===== src/rtl/lsq_defines.svh =====
`ifndef LSQ_DEFINES_SVH
`define LSQ_DEFINES_SVH

// Entries per queue
`define LSQ_DEPTH 8

// Data and address width
`define LSQ_XLEN 32

// Physical register tag and reorder-buffer index
`define LSQ_PREG_W 6
`define LSQ_ROB_W 5

// Byte lanes per word
`define LSQ_MASK_W 4

`endif


===== src/rtl/lsq_pkg.sv =====
`include "lsq_defines.svh"

package lsq_pkg;

    typedef logic [$clog2(`LSQ_DEPTH)-1:0] lsq_ptr_t;

    // One queued load or store
    typedef struct packed {
        logic                   valid;
        logic [`LSQ_PREG_W-1:0] rs1;
        logic [`LSQ_PREG_W-1:0] rs2;
        logic                   rs1_met;
        logic                   rs2_met;
        // Peer slot that must become the peer head first
        lsq_ptr_t               order_ptr;
        logic                   order_met;
        logic [`LSQ_XLEN-1:0]   imm;
        // Unshifted lanes, 1, 3 or 15
        logic [`LSQ_MASK_W-1:0] mask;
        logic                   is_signed;
        logic [`LSQ_PREG_W-1:0] rd;
        logic [`LSQ_ROB_W-1:0]  rob_id;
    } lsq_entry_t;

    // Issue controller states
    typedef enum logic [2:0] {
        wait_load_pri,
        wait_store_pri,
        request_load,
        request_store,
        latch_load,
        latch_store
    } lsq_state_e;

endpackage


===== src/rtl/lsq_head_if.sv =====
`include "lsq_defines.svh"

interface lsq_head_if;

    logic                ready;
    lsq_pkg::lsq_entry_t entry;
    lsq_pkg::lsq_ptr_t   alloc_ptr;
    lsq_pkg::lsq_ptr_t   oldest_ptr;
    // One-cycle pulse, only while ready
    logic                pop;

    modport queue (output ready, entry, alloc_ptr, oldest_ptr, input pop);

    modport issue (input ready, entry, output pop);

    // Seen by the queue of the other kind
    modport peer (input alloc_ptr, oldest_ptr);

endinterface


===== src/rtl/mem_op_queue.sv =====
`include "lsq_defines.svh"

module mem_op_queue #(
    parameter bit STORE_QUEUE = 1'b0
) (
    input  logic                   clk,
    input  logic                   rst,
    input  logic                   flush,
    input  logic                   disp_valid,
    input  logic                   disp_is_store,
    input  logic                   disp_is_signed,
    input  logic [`LSQ_MASK_W-1:0] disp_mask,
    input  logic [`LSQ_PREG_W-1:0] disp_rs1,
    input  logic                   disp_rs1_ready,
    input  logic [`LSQ_PREG_W-1:0] disp_rs2,
    input  logic                   disp_rs2_ready,
    input  logic [`LSQ_PREG_W-1:0] disp_rd,
    input  logic [`LSQ_ROB_W-1:0]  disp_rob_id,
    input  logic [`LSQ_XLEN-1:0]   disp_imm,
    input  logic                   cdb_valid,
    input  logic [`LSQ_PREG_W-1:0] cdb_tag,
    output logic                   full,
    lsq_head_if.queue              head,
    lsq_head_if.peer               peer
);

    localparam int CNT_W = $clog2(`LSQ_DEPTH) + 1;

    lsq_pkg::lsq_entry_t slots [`LSQ_DEPTH];
    lsq_pkg::lsq_entry_t new_entry;
    lsq_pkg::lsq_ptr_t   head_ptr;
    lsq_pkg::lsq_ptr_t   tail_ptr;
    logic [CNT_W-1:0]    count;
    logic                push;

    assign full = (count == CNT_W'(`LSQ_DEPTH));
    assign push = disp_valid && (disp_is_store == STORE_QUEUE) && !full;

    // Sources already on the CDB count as met
    always_comb begin
        new_entry           = '0;
        new_entry.valid     = 1'b1;
        new_entry.rs1       = disp_rs1;
        new_entry.rs2       = disp_rs2;
        new_entry.rs1_met   = disp_rs1_ready || (cdb_valid && cdb_tag == disp_rs1);
        new_entry.rs2_met   = STORE_QUEUE ? (disp_rs2_ready || (cdb_valid && cdb_tag == disp_rs2))
                                          : 1'b1;
        new_entry.order_ptr = peer.alloc_ptr;
        // Nothing older in the peer queue
        new_entry.order_met = (peer.oldest_ptr == peer.alloc_ptr);
        new_entry.imm       = disp_imm;
        new_entry.mask      = disp_mask;
        new_entry.is_signed = disp_is_signed;
        new_entry.rd        = disp_rd;
        new_entry.rob_id    = disp_rob_id;
    end

    always_ff @(posedge clk) begin
        if (rst || flush) begin
            head_ptr <= '0;
            tail_ptr <= '0;
            count    <= '0;
        end else begin
            if (push) begin
                tail_ptr <= tail_ptr + 1'b1;
            end
            if (head.pop) begin
                head_ptr <= head_ptr + 1'b1;
            end
            if (push && !head.pop) begin
                count <= count + 1'b1;
            end else if (!push && head.pop) begin
                count <= count - 1'b1;
            end
        end
    end

    // Entry storage with wakeup and ordering
    always_ff @(posedge clk) begin
        for (int i = 0; i < `LSQ_DEPTH; i++) begin
            if (rst || flush) begin
                slots[i].valid <= 1'b0;
            end else if (push && tail_ptr == lsq_pkg::lsq_ptr_t'(i)) begin
                slots[i] <= new_entry;
            end else if (slots[i].valid) begin
                if (cdb_valid && slots[i].rs1 == cdb_tag) begin
                    slots[i].rs1_met <= 1'b1;
                end
                if (cdb_valid && slots[i].rs2 == cdb_tag) begin
                    slots[i].rs2_met <= 1'b1;
                end
                if (peer.oldest_ptr == slots[i].order_ptr) begin
                    slots[i].order_met <= 1'b1;
                end
                if (head.pop && head_ptr == lsq_pkg::lsq_ptr_t'(i)) begin
                    slots[i].valid <= 1'b0;
                end
            end
        end
    end

    // rs2_met is forced for loads
    assign head.ready      = slots[head_ptr].valid && slots[head_ptr].rs1_met &&
                             slots[head_ptr].rs2_met && slots[head_ptr].order_met;
    assign head.entry      = slots[head_ptr];
    assign head.alloc_ptr  = tail_ptr;
    assign head.oldest_ptr = head_ptr;

    a_pop_when_ready: assert property (
        @(posedge clk) disable iff (rst)
        head.pop |-> head.ready
    );

    // Occupancy never passes the depth and matches the pointers
    a_count_consistent: assert property (
        @(posedge clk) disable iff (rst)
        (count <= CNT_W'(`LSQ_DEPTH)) &&
        (tail_ptr == lsq_pkg::lsq_ptr_t'(head_ptr + count[CNT_W-2:0]))
    );

endmodule


===== src/rtl/lsq_issue_ctrl.sv =====
`include "lsq_defines.svh"

module lsq_issue_ctrl (
    input  logic                            clk,
    input  logic                            rst,
    input  logic                            flush,
    input  logic                            store_commit,
    lsq_head_if.issue                       load_head,
    lsq_head_if.issue                       store_head,
    output logic [`LSQ_PREG_W-1:0]          rf_rs1,
    output logic [`LSQ_PREG_W-1:0]          rf_rs2,
    input  logic [`LSQ_XLEN-1:0]            rf_rs1_data,
    input  logic [`LSQ_XLEN-1:0]            rf_rs2_data,
    output logic [`LSQ_XLEN-1:0]            dmem_addr,
    output logic [`LSQ_MASK_W-1:0]          dmem_rmask,
    output logic [`LSQ_MASK_W-1:0]          dmem_wmask,
    output logic [`LSQ_XLEN-1:0]            dmem_wdata,
    input  logic                            dmem_resp,
    output lsq_pkg::lsq_entry_t             entry,
    output logic [$clog2(`LSQ_MASK_W)-1:0]  byte_offset,
    output logic                            result_send
);

    localparam int OFF_W = $clog2(`LSQ_MASK_W);

    lsq_pkg::lsq_state_e state;
    lsq_pkg::lsq_state_e next_state;
    lsq_pkg::lsq_entry_t sel_entry;
    lsq_pkg::lsq_entry_t issue_entry;
    logic                in_wait;
    logic                in_request;
    logic                in_latch;
    logic                load_ok;
    logic                store_ok;
    logic                take_load;
    logic                take_store;
    logic                block;
    logic [`LSQ_XLEN-1:0]   eff_addr;
    logic [`LSQ_XLEN-1:0]   addr_q;
    logic [`LSQ_XLEN-1:0]   wdata_q;
    logic [`LSQ_MASK_W-1:0] rmask_q;
    logic [`LSQ_MASK_W-1:0] wmask_q;

    assign in_wait    = (state == lsq_pkg::wait_load_pri) || (state == lsq_pkg::wait_store_pri);
    assign in_request = (state == lsq_pkg::request_load) || (state == lsq_pkg::request_store);
    assign in_latch   = (state == lsq_pkg::latch_load) || (state == lsq_pkg::latch_store);

    assign load_ok  = load_head.ready;
    assign store_ok = store_head.ready && store_commit;

    // Favored kind wins a tie
    assign take_load  = in_wait && !flush && load_ok &&
                        (state == lsq_pkg::wait_load_pri || !store_ok);
    assign take_store = in_wait && !flush && store_ok && !take_load;

    assign load_head.pop  = take_load;
    assign store_head.pop = take_store;

    assign sel_entry = take_store ? store_head.entry : load_head.entry;
    assign rf_rs1    = sel_entry.rs1;
    assign rf_rs2    = sel_entry.rs2;
    assign eff_addr  = rf_rs1_data + sel_entry.imm;

    // Stores return no destination and no lanes
    always_comb begin
        issue_entry = sel_entry;
        if (take_store) begin
            issue_entry.rd        = '0;
            issue_entry.mask      = '0;
            issue_entry.is_signed = 1'b0;
        end
    end

    always_comb begin
        next_state = state;
        unique case (state)
            lsq_pkg::wait_load_pri, lsq_pkg::wait_store_pri: begin
                if (take_load) begin
                    next_state = lsq_pkg::request_load;
                end else if (take_store) begin
                    next_state = lsq_pkg::request_store;
                end
            end
            lsq_pkg::request_load: begin
                if (dmem_resp) begin
                    next_state = lsq_pkg::latch_load;
                end
            end
            lsq_pkg::request_store: begin
                if (dmem_resp) begin
                    next_state = lsq_pkg::latch_store;
                end
            end
            lsq_pkg::latch_load:  next_state = lsq_pkg::wait_store_pri;
            lsq_pkg::latch_store: next_state = lsq_pkg::wait_load_pri;
            default:              next_state = lsq_pkg::wait_load_pri;
        endcase
    end

    always_ff @(posedge clk) begin
        if (rst) begin
            state <= lsq_pkg::wait_load_pri;
            block <= 1'b0;
        end else begin
            state <= next_state;
            if (flush && in_request) begin
                block <= 1'b1;
            end else if (!in_request) begin
                block <= 1'b0;
            end
        end
    end

    // Request payload, held until the response
    always_ff @(posedge clk) begin
        if (take_load || take_store) begin
            addr_q      <= {eff_addr[`LSQ_XLEN-1:OFF_W], {OFF_W{1'b0}}};
            byte_offset <= eff_addr[OFF_W-1:0];
            rmask_q     <= take_load ? sel_entry.mask << eff_addr[OFF_W-1:0] : '0;
            wmask_q     <= take_store ? sel_entry.mask << eff_addr[OFF_W-1:0] : '0;
            wdata_q     <= rf_rs2_data << {eff_addr[OFF_W-1:0], 3'b000};
            entry       <= issue_entry;
        end
    end

    assign dmem_addr   = addr_q;
    assign dmem_wdata  = wdata_q;
    assign dmem_rmask  = (state == lsq_pkg::request_load) ? rmask_q : '0;
    assign dmem_wmask  = (state == lsq_pkg::request_store) ? wmask_q : '0;
    assign result_send = in_latch && !block;

    a_req_stable: assert property (
        @(posedge clk) disable iff (rst)
        (in_request && !dmem_resp) |=> $stable({dmem_addr, dmem_rmask, dmem_wmask, dmem_wdata})
    );

    // A request carries lanes in exactly one direction
    a_one_direction: assert property (
        @(posedge clk) disable iff (rst)
        in_request |-> ((|dmem_rmask) != (|dmem_wmask))
    );

endmodule


===== src/rtl/lsq_load_format.sv =====
`include "lsq_defines.svh"

module lsq_load_format (
    input  logic                           clk,
    input  logic                           rst,
    input  logic [`LSQ_XLEN-1:0]           dmem_rdata,
    input  logic                           dmem_resp,
    input  lsq_pkg::lsq_entry_t            entry,
    input  logic [$clog2(`LSQ_MASK_W)-1:0] byte_offset,
    input  logic                           result_send,
    output logic                           cdb_out_valid,
    output logic [`LSQ_PREG_W-1:0]         cdb_out_tag,
    output logic [`LSQ_ROB_W-1:0]          cdb_out_rob_id,
    output logic [`LSQ_XLEN-1:0]           cdb_out_data
);

    logic [`LSQ_XLEN-1:0] shifted;
    logic [`LSQ_XLEN-1:0] aligned;
    logic [`LSQ_XLEN-1:0] load_data_q;
    logic                 sign_bit;

    always_comb begin
        shifted  = dmem_rdata >> {byte_offset, 3'b000};
        sign_bit = 1'b0;
        // Top kept lane gives the sign
        for (int i = 0; i < `LSQ_MASK_W; i++) begin
            if (entry.mask[i]) begin
                sign_bit = entry.is_signed & shifted[8*i+7];
            end
        end
        aligned = shifted;
        for (int i = 0; i < `LSQ_MASK_W; i++) begin
            if (!entry.mask[i]) begin
                aligned[8*i +: 8] = {8{sign_bit}};
            end
        end
    end

    always_ff @(posedge clk) begin
        if (rst) begin
            load_data_q <= '0;
        end else if (dmem_resp) begin
            load_data_q <= aligned;
        end
    end

    assign cdb_out_valid  = result_send;
    assign cdb_out_tag    = entry.rd;
    assign cdb_out_rob_id = entry.rob_id;
    assign cdb_out_data   = load_data_q;

endmodule


===== src/rtl/load_store_queue.sv =====
`include "lsq_defines.svh"

module load_store_queue (
    input  logic                   clk,
    input  logic                   rst,
    input  logic                   flush,
    input  logic                   disp_valid,
    input  logic                   disp_is_store,
    input  logic                   disp_is_signed,
    input  logic [`LSQ_MASK_W-1:0] disp_mask,
    input  logic [`LSQ_PREG_W-1:0] disp_rs1,
    input  logic                   disp_rs1_ready,
    input  logic [`LSQ_PREG_W-1:0] disp_rs2,
    input  logic                   disp_rs2_ready,
    input  logic [`LSQ_PREG_W-1:0] disp_rd,
    input  logic [`LSQ_ROB_W-1:0]  disp_rob_id,
    input  logic [`LSQ_XLEN-1:0]   disp_imm,
    output logic                   load_full,
    output logic                   store_full,
    input  logic                   cdb_valid,
    input  logic [`LSQ_PREG_W-1:0] cdb_tag,
    input  logic                   store_commit,
    output logic [`LSQ_PREG_W-1:0] rf_rs1,
    output logic [`LSQ_PREG_W-1:0] rf_rs2,
    input  logic [`LSQ_XLEN-1:0]   rf_rs1_data,
    input  logic [`LSQ_XLEN-1:0]   rf_rs2_data,
    output logic [`LSQ_XLEN-1:0]   dmem_addr,
    output logic [`LSQ_MASK_W-1:0] dmem_rmask,
    output logic [`LSQ_MASK_W-1:0] dmem_wmask,
    output logic [`LSQ_XLEN-1:0]   dmem_wdata,
    input  logic [`LSQ_XLEN-1:0]   dmem_rdata,
    input  logic                   dmem_resp,
    output logic                   cdb_out_valid,
    output logic [`LSQ_PREG_W-1:0] cdb_out_tag,
    output logic [`LSQ_ROB_W-1:0]  cdb_out_rob_id,
    output logic [`LSQ_XLEN-1:0]   cdb_out_data
);

    lsq_pkg::lsq_entry_t                  issued_entry;
    logic [$clog2(`LSQ_MASK_W)-1:0]       byte_offset;
    logic                                 result_send;

    lsq_head_if load_if ();
    lsq_head_if store_if ();

    mem_op_queue #(.STORE_QUEUE(1'b0)) u_load_queue (
        .clk, .rst, .flush, .disp_valid, .disp_is_store, .disp_is_signed, .disp_mask,
        .disp_rs1, .disp_rs1_ready, .disp_rs2, .disp_rs2_ready, .disp_rd, .disp_rob_id,
        .disp_imm, .cdb_valid, .cdb_tag, .full(load_full),
        .head(load_if.queue), .peer(store_if.peer)
    );

    mem_op_queue #(.STORE_QUEUE(1'b1)) u_store_queue (
        .clk, .rst, .flush, .disp_valid, .disp_is_store, .disp_is_signed, .disp_mask,
        .disp_rs1, .disp_rs1_ready, .disp_rs2, .disp_rs2_ready, .disp_rd, .disp_rob_id,
        .disp_imm, .cdb_valid, .cdb_tag, .full(store_full),
        .head(store_if.queue), .peer(load_if.peer)
    );

    lsq_issue_ctrl u_issue (
        .clk, .rst, .flush, .store_commit,
        .load_head(load_if.issue), .store_head(store_if.issue),
        .rf_rs1, .rf_rs2, .rf_rs1_data, .rf_rs2_data,
        .dmem_addr, .dmem_rmask, .dmem_wmask, .dmem_wdata, .dmem_resp,
        .entry(issued_entry), .byte_offset, .result_send
    );

    lsq_load_format u_format (
        .clk, .rst, .dmem_rdata, .dmem_resp, .entry(issued_entry), .byte_offset,
        .result_send, .cdb_out_valid, .cdb_out_tag, .cdb_out_rob_id, .cdb_out_data
    );

endmodule


===== config.mk =====
export PLATFORM = sky130hd
export DESIGN_NAME = load_store_queue
export DESIGN_NICKNAME = d
export VERILOG_FILES = /design/src/rtl/lsq_pkg.sv /design/src/rtl/lsq_head_if.sv /design/src/rtl/mem_op_queue.sv /design/src/rtl/lsq_issue_ctrl.sv /design/src/rtl/lsq_load_format.sv /design/src/rtl/load_store_queue.sv
export VERILOG_INCLUDE_DIRS = /design/src /design/src/rtl
export SDC_FILE = /design/constraint.sdc
export NUM_CORES = 1
export LEC_CHECK = 0
export ABC_AREA = 1
export BUFFER_PORTS_ARGS = -buffer_cell sky130_fd_sc_hd__buf_2
export CAP_MARGIN = 10
export CORE_MARGIN = 1.5
export CORE_UTILIZATION = 45
export CTS_CLUSTER_SIZE = 10
export DETAILED_ROUTE_END_ITERATION = 16
export PLACE_DENSITY_LB_ADDON = 0.25
export SLEW_MARGIN = 5
export SYNTH_ARGS = -nofsm -noshare
export SYNTH_HDL_FRONTEND = slang
export SYNTH_HIERARCHICAL = 1
export SYNTH_SLANG_ARGS = --single-unit
export TNS_END_PERCENT = 5

===== constraint.sdc =====
create_clock -name clk -period 6.9 [get_ports clk]
set_clock_uncertainty 0.15 [all_clocks]
set_input_delay 0.69 -clock clk [delete_from_list [all_inputs] [get_ports clk]]
set_output_delay 0.69 -clock clk [all_outputs]
set_load 0.05 [all_outputs]

==> metrics.md, run 1 <==
| Metric | Value |
|---|---|
| H-tree Lvls | `4` |
| Port-buffer cells | `about 300` |
| DP Wirelength | `about 91 mm` |
| RSZ-0062 raised after global routing | `false` |
| Worst Hold Depth | `1` |
| Syn Area/Cell | `around 10 um^2` |
| Synth warn | `6` |
| GRT overflow | `0` |
| Setup TNS | `0 ns` |
| Chip Width | `around 350 um` |
| Startpoint types | `flip-flop` |
| WP data arrival | `about 6.8 ns` |
| Post-CTS sizing | `0` |
| Final core utilization | `roughly 51%` |
| Post-CTS setup buffer count | `0` |
| Core area | `approximately 120000 um^2` |
| Tightest Pin Transition | `approximately 1.1 ns` |
| Antenna Nets Post-Route | `0` |
| Die Ht | `approximately 350 um` |
| DRC viols | `0` |
| Final hold violations | `0` |
| Hold Path Sink | `u_load_queue/slots[7][8]` |
| Fin. max-slew vios | `0` |
| Die area | `between 100000 and 150000 um^2` |
| Core Rows | `about 130` |
| Final #Nets | `roughly 5500` |
| Leakage power | `22.52 nW` |
| Flop pwr share | `51.6%` |
| Max Clock Freq | `between 150 and 200 MHz` |
| Critical path, cell by cell | `inv_4 > nand3_1 > nand3_1 > nand2_1 > nand2_1 > nor2_1 > nand2_1 > inv_1 > nand2_1 > nand2_2 > nand2_4 > inv_2 > nand2_1 > nand2_1 > ha_1 > inv_1 > nand3_1 > nand3_1 > a21oi_1` |
| Area grow syn2layout | `11.83%` |
| Crit-path max cell delay | `0.88 ns` |
| Largest net degree at the start of global routing | `110` |
| Top Metal Used | `met5` |
| Period utilisation layout | `between 90 and 100%` |
| Wire per inst | `roughly 22 um` |
| Drt total wl | `between 100 and 150 mm` |
| Initial antenna violation count | `20` |
| Reg2reg setup slack | `about 0.51 ns` |
| CTS Buffer Depth | `3` |
| Status | `complete, no violations` |
| Starting DRT DRC Count | `just under 4000` |
| Switching Share | `~23%` |
| Starting Density | `a little under half` |
| Met1 wire length | `between 60 and 70 mm` |
| Via density | `about 5.6` |
| Crit Path Category | `flip-flop to flip-flop` |
| Total CTS buffers | `between 100 and 150` |
| Total number of vias | `roughly 38000` |
| First-pass GRT wire length | `222.6 mm` |
| Vias in the first global route | `roughly 36000` |
| HP Start | `disp_rd[3]` |
| Max_cap viols | `0` |
| Clk sinks | `roughly 1200` |
| Later-pin clock latency in the skew report | `approximately 0.77 ns` |
| Max IR drop VDD | `0.2608 mV` |
| CTS Hold Bufs | `0` |
| Reg-to-reg endpoint | `u_issue/wmask_q[3]` |
| Clk root buf | `clkbuf_16` |
| WL met3 | `about 13 mm` |
| Fillers | `a little over 10000` |
| Min Tclk post-route | `6.395 ns` |
| Clock power frac | `a little over two fifths` |
| CP Max Fanout | `between 50 and 60` |
| Hold WC Path Type | `input port to flip-flop` |
| Max stage delay cell, worst path | `ha_1` |
| Metal2 WL | `roughly 70 mm` |
| Mapped Area | `52680 um^2` |
| Most used cell, CP | `nand2_1` |
| Ports | `roughly 300` |
| Int Power | `11.70 mW` |
| Clock Pin Slew Worst Setup and Hold Paths | `roughly 0.060 ns` |
| Combinational share of power | `under 10%` |
| Total track usage | `approximately 25%` |
| Routability congestion estimate | `0.9275` |
| Switching pwr | `3.401 mW` |
| Slew headroom | `between 20% and 30%` |
| FF-to-FF path depth | `19` |
| CP Data Required Time | `7.34 ns` |
| CTS tree | `done` |
| Layout cells sized above 1 | `approximately 11%` |
| Gate Count Post-Synth | `between 5000 and 6000` |
| Final setup viols | `0` |
| DR pass1 iterations | `7` |
| Crit end category | `flip-flop` |
| P per Cell Area | `~260 nW/um^2` |
## registers in the layout, summed over array words and instances, names as in the netlist, named ones only
register,cells
u_issue/byte_offset,2
u_issue/state,3
u_issue/rmask_q,4
u_format/cdb_out_data,32
u_issue/dmem_wdata,32
u_issue/entry,16
u_issue/block,1
u_load_queue/count,4
u_store_queue/head.oldest_ptr,3
u_store_queue/slots,480
u_store_queue/count,4
u_load_queue/slots,528
u_store_queue/head.alloc_ptr,3
u_issue/dmem_addr,30
u_load_queue/head.alloc_ptr,3
u_issue/wmask_q,4
u_load_queue/head.oldest_ptr,3
## cell type report
cell class	count	area, um^2	area share (%)
Inverter	332	1275	2.164
Tap cell	1524	1907	3.237
Antenna cell	4	10.01	0.01699
Clock buffer	172	3655	6.204
Sequential cell	1158	34180	58.01
Timing Repair Buffer	349	1897	3.220
Clock inverter	24	256.5	0.4354
Multi-Input combinational cell	3257	15740	26.71
## per-stage QoR
| stage | setup slack (ns) | hold WS (ns) | power (mW) | cells | instance area (um^2) |
|---|---|---|---|---|---|
| finish | 0.5052 | 0.05283 | 15.10 | 6820 | 58910 |
| global route | 0.03445 | 0.04503 | 15.56 | 6818 | 58910 |
| CTS | 0.6251 | 0.01906 | 15.21 | 6816 | 58900 |
| detailed placement | 0.6811 | 0.3430 | 8.745 | 6620 | 54990 |
| global placement | 0.7509 | 0.3354 | 8.735 | 6620 | 54990 |
| floorplan | 2.203 | 0.3029 | 8.433 | 5056 | 52680 |
## how the worst max path moves through the flow
stage	startpoint	to	slack [ns]	cells past startpoint
after floorplan	disp_valid	u_load_queue/slots[5][48]	2.20	7
after global placement	flip-flop	u_issue/wmask_q[3]	0.75	19
after detailed placement	flip-flop	u_issue/wmask_q[3]	0.68	19
after CTS	flip-flop	u_issue/rmask_q[3]	0.63	19
after global routing	flip-flop	u_issue/wmask_q[3]	0.03	19
final	flip-flop	u_issue/wmask_q[3]	0.51	19
## routing by layer
| metal | global-route usage, % | up-vias |
|---|---|---|
| li1 | - | 17763 |
| met1 | 33.35 | 18404 |
| met2 | 39.59 | 1763 |
| met3 | 4.648 | 289 |
| met4 | 8.326 | 16 |
| met5 | 0 | - |
## layout by cell type (no fill, tap or decap), types with 3 or more instances in the layout
cell type and instances:
edfxtp_1 1096, nand2_1 1055, nor2_1 663, o21ai_0 580, inv_1 309, buf_2 299, a21oi_1 202, o22ai_1 200
nand3_1 156, clkbuf_16 141, xnor2_1 65, o21ai_1 61, ha_1 60, dfxtp_1 56, buf_4 48, xor2_1 39
clkbuf_1 30, nand4_1 30, nor3_1 29, a21oi_2 25, clkinv_2 16, o21a_1 15, nor2_4 12, a22oi_1 9
inv_2 8, clkinv_1 6, mux2i_1 6, or2_2 6, dfxtp_4 6, nand2_2 5, nor2_2 5, diode_2 4
inv_6 4, clkinv_8 4, nand2_8 4, a21o_1 4, nand2_4 3, o21bai_1 3
## critical path: cells and delay by family, from the launching register on
| family | cells | cell delay [ns] |
|---|---|---|
| flops | 1 | 0.81 |
| compound gates | 1 | 0.18 |
| simple gates | 13 | 2.25 |
| buf+inv | 4 | 1.84 |
| fa+ha+maj | 1 | 0.88 |
## power by group through the flow
stage               Sequential (mW)  Combinational (mW)  Clock, mW
floorplan                      7.98               0.453          0
global placement               7.92               0.810          0
detailed placement             7.93               0.820          0
CTS                            7.78               0.823       6.60
global route                   7.78               0.910       6.86
finish                         7.78               0.829       6.48
No activity file was read; power rests on OpenSTA's default activity.
==> inputs of run 2 (changes only) <==
==> constraint.sdc (replaced) <==
create_clock -name clk -period 5.6 [get_ports clk]
set_clock_uncertainty 0.15 [all_clocks]
set_input_delay 0.56 -clock clk [delete_from_list [all_inputs] [get_ports clk]]
set_output_delay 0.56 -clock clk [all_outputs]
set_load 0.05 [all_outputs]
==> run 2 against run 1 <==
Compared with the run above:
- worst hold slack got worse by 0.0027 ns
- sequential share of layout area down 0.46 points
- register-to-register slack about the same
- die area is the same
- critical path type is now flip-flop to output port
==> metrics.md, run 2 (synthesis results as in run 1) <==
| Metric | Value |
|---|---|
| Status | `complete, no violations (unchanged)` |
| Die Ht | `345.2 um (unchanged)` |
| Biggest regs | `u_load_queue/slots: 528 flops, u_store_queue/slots: 480 flops (unchanged)` |
| Period utilisation layout | `a little over nine tenths` |
| Register name with the most flops | `u_load_queue/slots (unchanged)` |
| Final #Nets | `5504 (was 5471)` |
| Crit Path Category | `flip-flop to output port (was flip-flop to flip-flop)` |
| Chip Width | `345.2 um (unchanged)` |
| Clk root buf | `clkbuf_16 (unchanged)` |
| Most used cell, CP | `nand2_1 (unchanged)` |
| Vias in the first global route | `35921 (was 35929)` |
| GRT overflow | `0 (unchanged)` |
| H-tree Lvls | `4 (unchanged)` |
| Final core utilization | `51.11% (was 50.70%)` |
| Setup TNS | `0 ns (unchanged)` |
| DP Wirelength | `94.29 mm (was 90.59 mm)` |
| Slew headroom | `28.78% (was 24.67%)` |
| Critical path, cell by cell | `buf_4 > nand3_1 > nand2_1 > nand2_1 > nand2_1 > nand2_1 > nor2_1 > nand2_1 > inv_1 > nand2_1 > nand2_2 > nand2_4 > inv_6 > buf_6 > nand2_1 > nand2_1 > buf_2 (was inv_4 > nand3_1 > nand3_1 > nand2_1 > nand2_1 > nor2_1 > nand2_1 > inv_1 > nand2_1 > nand2_2 > nand2_4 > inv_2 > nand2_1 > nand2_1 > ha_1 > inv_1 > nand3_1 > nand3_1 > a21oi_1)` |
| Final hold violations | `0 (unchanged)` |
| Drt total wl | `151.2 mm (was 149.9 mm)` |
| Final setup viols | `0 (unchanged)` |
| Ports | `302 (unchanged)` |
| First-pass GRT wire length | `225.1 mm (was 222.6 mm)` |
| Port-buffer cells | `299 (unchanged)` |
| Post-CTS setup buffer count | `0 (unchanged)` |
| Starting Density | `45.33% (unchanged)` |
| Area grow syn2layout | `12.74% (was 11.83%)` |
| Total CTS buffers | `137 (was 138)` |
| CTS Buffer Depth | `3 (unchanged)` |
| Core Rows | `125 (unchanged)` |
| DRC viols | `0 (unchanged)` |
| CP Data Required Time | `4.89 ns (was 7.34 ns)` |
| Later-pin clock latency in the skew report | `0.75 ns (was 0.77 ns)` |
| Max Clock Freq | `around 190 MHz` |
| Layout cells sized above 1 | `11.57% (was 11.38%)` |
| WHS | `0.05015 ns (was 0.05283 ns)` |
| Commonest non-fill, non-tap cells in the layout | `1096 x edfxtp_1, 1055 x nand2_1, 663 x nor2_1 (unchanged)` |
| RSZ-0062 raised after global routing | `false (unchanged)` |
| Crit-path max cell delay | `0.42 ns (was 0.88 ns)` |
| Top delay family on crit path | `simple AND/OR/NAND/NOR gates (unchanged)` |
| P per Cell Area | `314.1 nW/um^2 (was 256.2 nW/um^2)` |
| Fin. max-slew vios | `0 (unchanged)` |
| Via density | `5.633 (was 5.606)` |
| Total number of vias | `38552 (was 38235)` |
| Clk sinks | `1158 (unchanged)` |
| Leakage power | `22.74 nW (was 22.52 nW)` |
| Fillers | `10238 (was 10336)` |
| Max stage delay cell, worst path | `dfxtp_4 (was ha_1)` |
| Max reg flops | `528 (unchanged)` |
| Startpoint types | `flip-flop (unchanged)` |
| Wire per inst | `22.09 um (was 21.97 um)` |
| CTS tree | `done (unchanged)` |
| Initial antenna violation count | `13 (was 20)` |
| Clock Pin Slew Worst Setup and Hold Paths | `0.05 ns (was 0.06 ns)` |
| DR pass1 iterations | `6 (was 7)` |
| Total track usage | `24.84% (was 24.54%)` |
| Max IR drop VDD | `0.3097 mV (was 0.2608 mV)` |
| Core area | `116200 um^2 (unchanged)` |
| Hold WC Path Type | `input port to flip-flop (unchanged)` |
| Most common cell after layout, fill and taps aside | `edfxtp_1 (unchanged)` |
| Antenna Nets Post-Route | `0 (unchanged)` |
| Min Tclk post-route | `between 5 and 6 ns` |
| Buf/Inv on CP | `5 (was 4)` |
| Die area | `119100 um^2 (unchanged)` |
| Largest net degree at the start of global routing | `159 (was 110)` |
| Crit end category | `output port (was flip-flop)` |
| Routability congestion estimate | `0.9277 (was 0.9275)` |
| WP data arrival | `4.56 ns (was 6.83 ns)` |
| Tightest Pin Transition | `1.067 ns (was 1.130 ns)` |
| CP Max Fanout | `44 (was 56)` |
| Max_cap viols | `0 (unchanged)` |
| Starting DRT DRC Count | `4242 (was 3873)` |
## run 2: cell types whose count changed in the layout (fill, tap and decap cells not counted), moves of 3 or more
cell / before / now
clkbuf_1: 30 / 21
buf_2: 299 / 293
clkinv_2: 16 / 13
dlygate4sd3_1: 0 / 19
buf_12: 2 / 14
buf_4: 48 / 56
## run 2: per-stage QoR
stage | std cells | power, mW | setup slack, ns | cell area (um^2)
after floorplan | 5056 | 10.39 | 1.033 | 52680
after global placement | 6635 | 10.79 | 0.4269 | 55270
after detailed placement | 6635 | 10.80 | 0.3734 | 55270
after CTS | 6838 | 18.80 | 0.06033 | 59370
after global routing | 6840 | 19.23 | 0.08876 | 59380
final | 6844 | 18.65 | 0.3269 | 59390
## run 2: worst paths after layout
check                 from                        end  slack, ns  cells after the start
max              flip-flop                  rf_rs1[4]       0.33                     17
min            disp_imm[1]  u_load_queue/slots[5][17]       0.05                      1
max reg2reg      flip-flop     u_issue/dmem_wdata[22]       0.50                     17
min reg2reg  u_issue/block              u_issue/block       0.34                      2
## run 2: cell type report
class	count	area, um^2	share of cell area (%)
Sequential cell	1158	34180	57.54
Multi-Input combinational cell	3257	15740	26.50
Clock buffer	165	3649	6.143
Timing Repair Buffer	383	2369	3.988
Tap cell	1524	1907	3.211
Inverter	332	1280	2.155
Clock inverter	19	256.5	0.4319
Antenna cell	6	15.01	0.02528
## run 2: repair_timing
item / CTS / global route
endpoints found under the setup margin: 12 / 12
hold endpoints to repair: 101 / 0
hold buffers: 19 / 0
pin swaps: 0 / 0
gates resized for setup: 1 / 2
## run 2: where the power goes
group          switching (mW)  internal [mW]
logic                   0.758          0.298
clock network            3.39           4.62
registers              0.0371           9.55
## run 2: per-layer routing
metal  global-route usage (%)  routed length (um)  share of wire [%]
met1                    34.77               63950                 42
met2                    39.63               70060                 46
met3                    3.958               12960                8.6
met4                    8.181                4173                2.8
met5                        0                  32              0.021
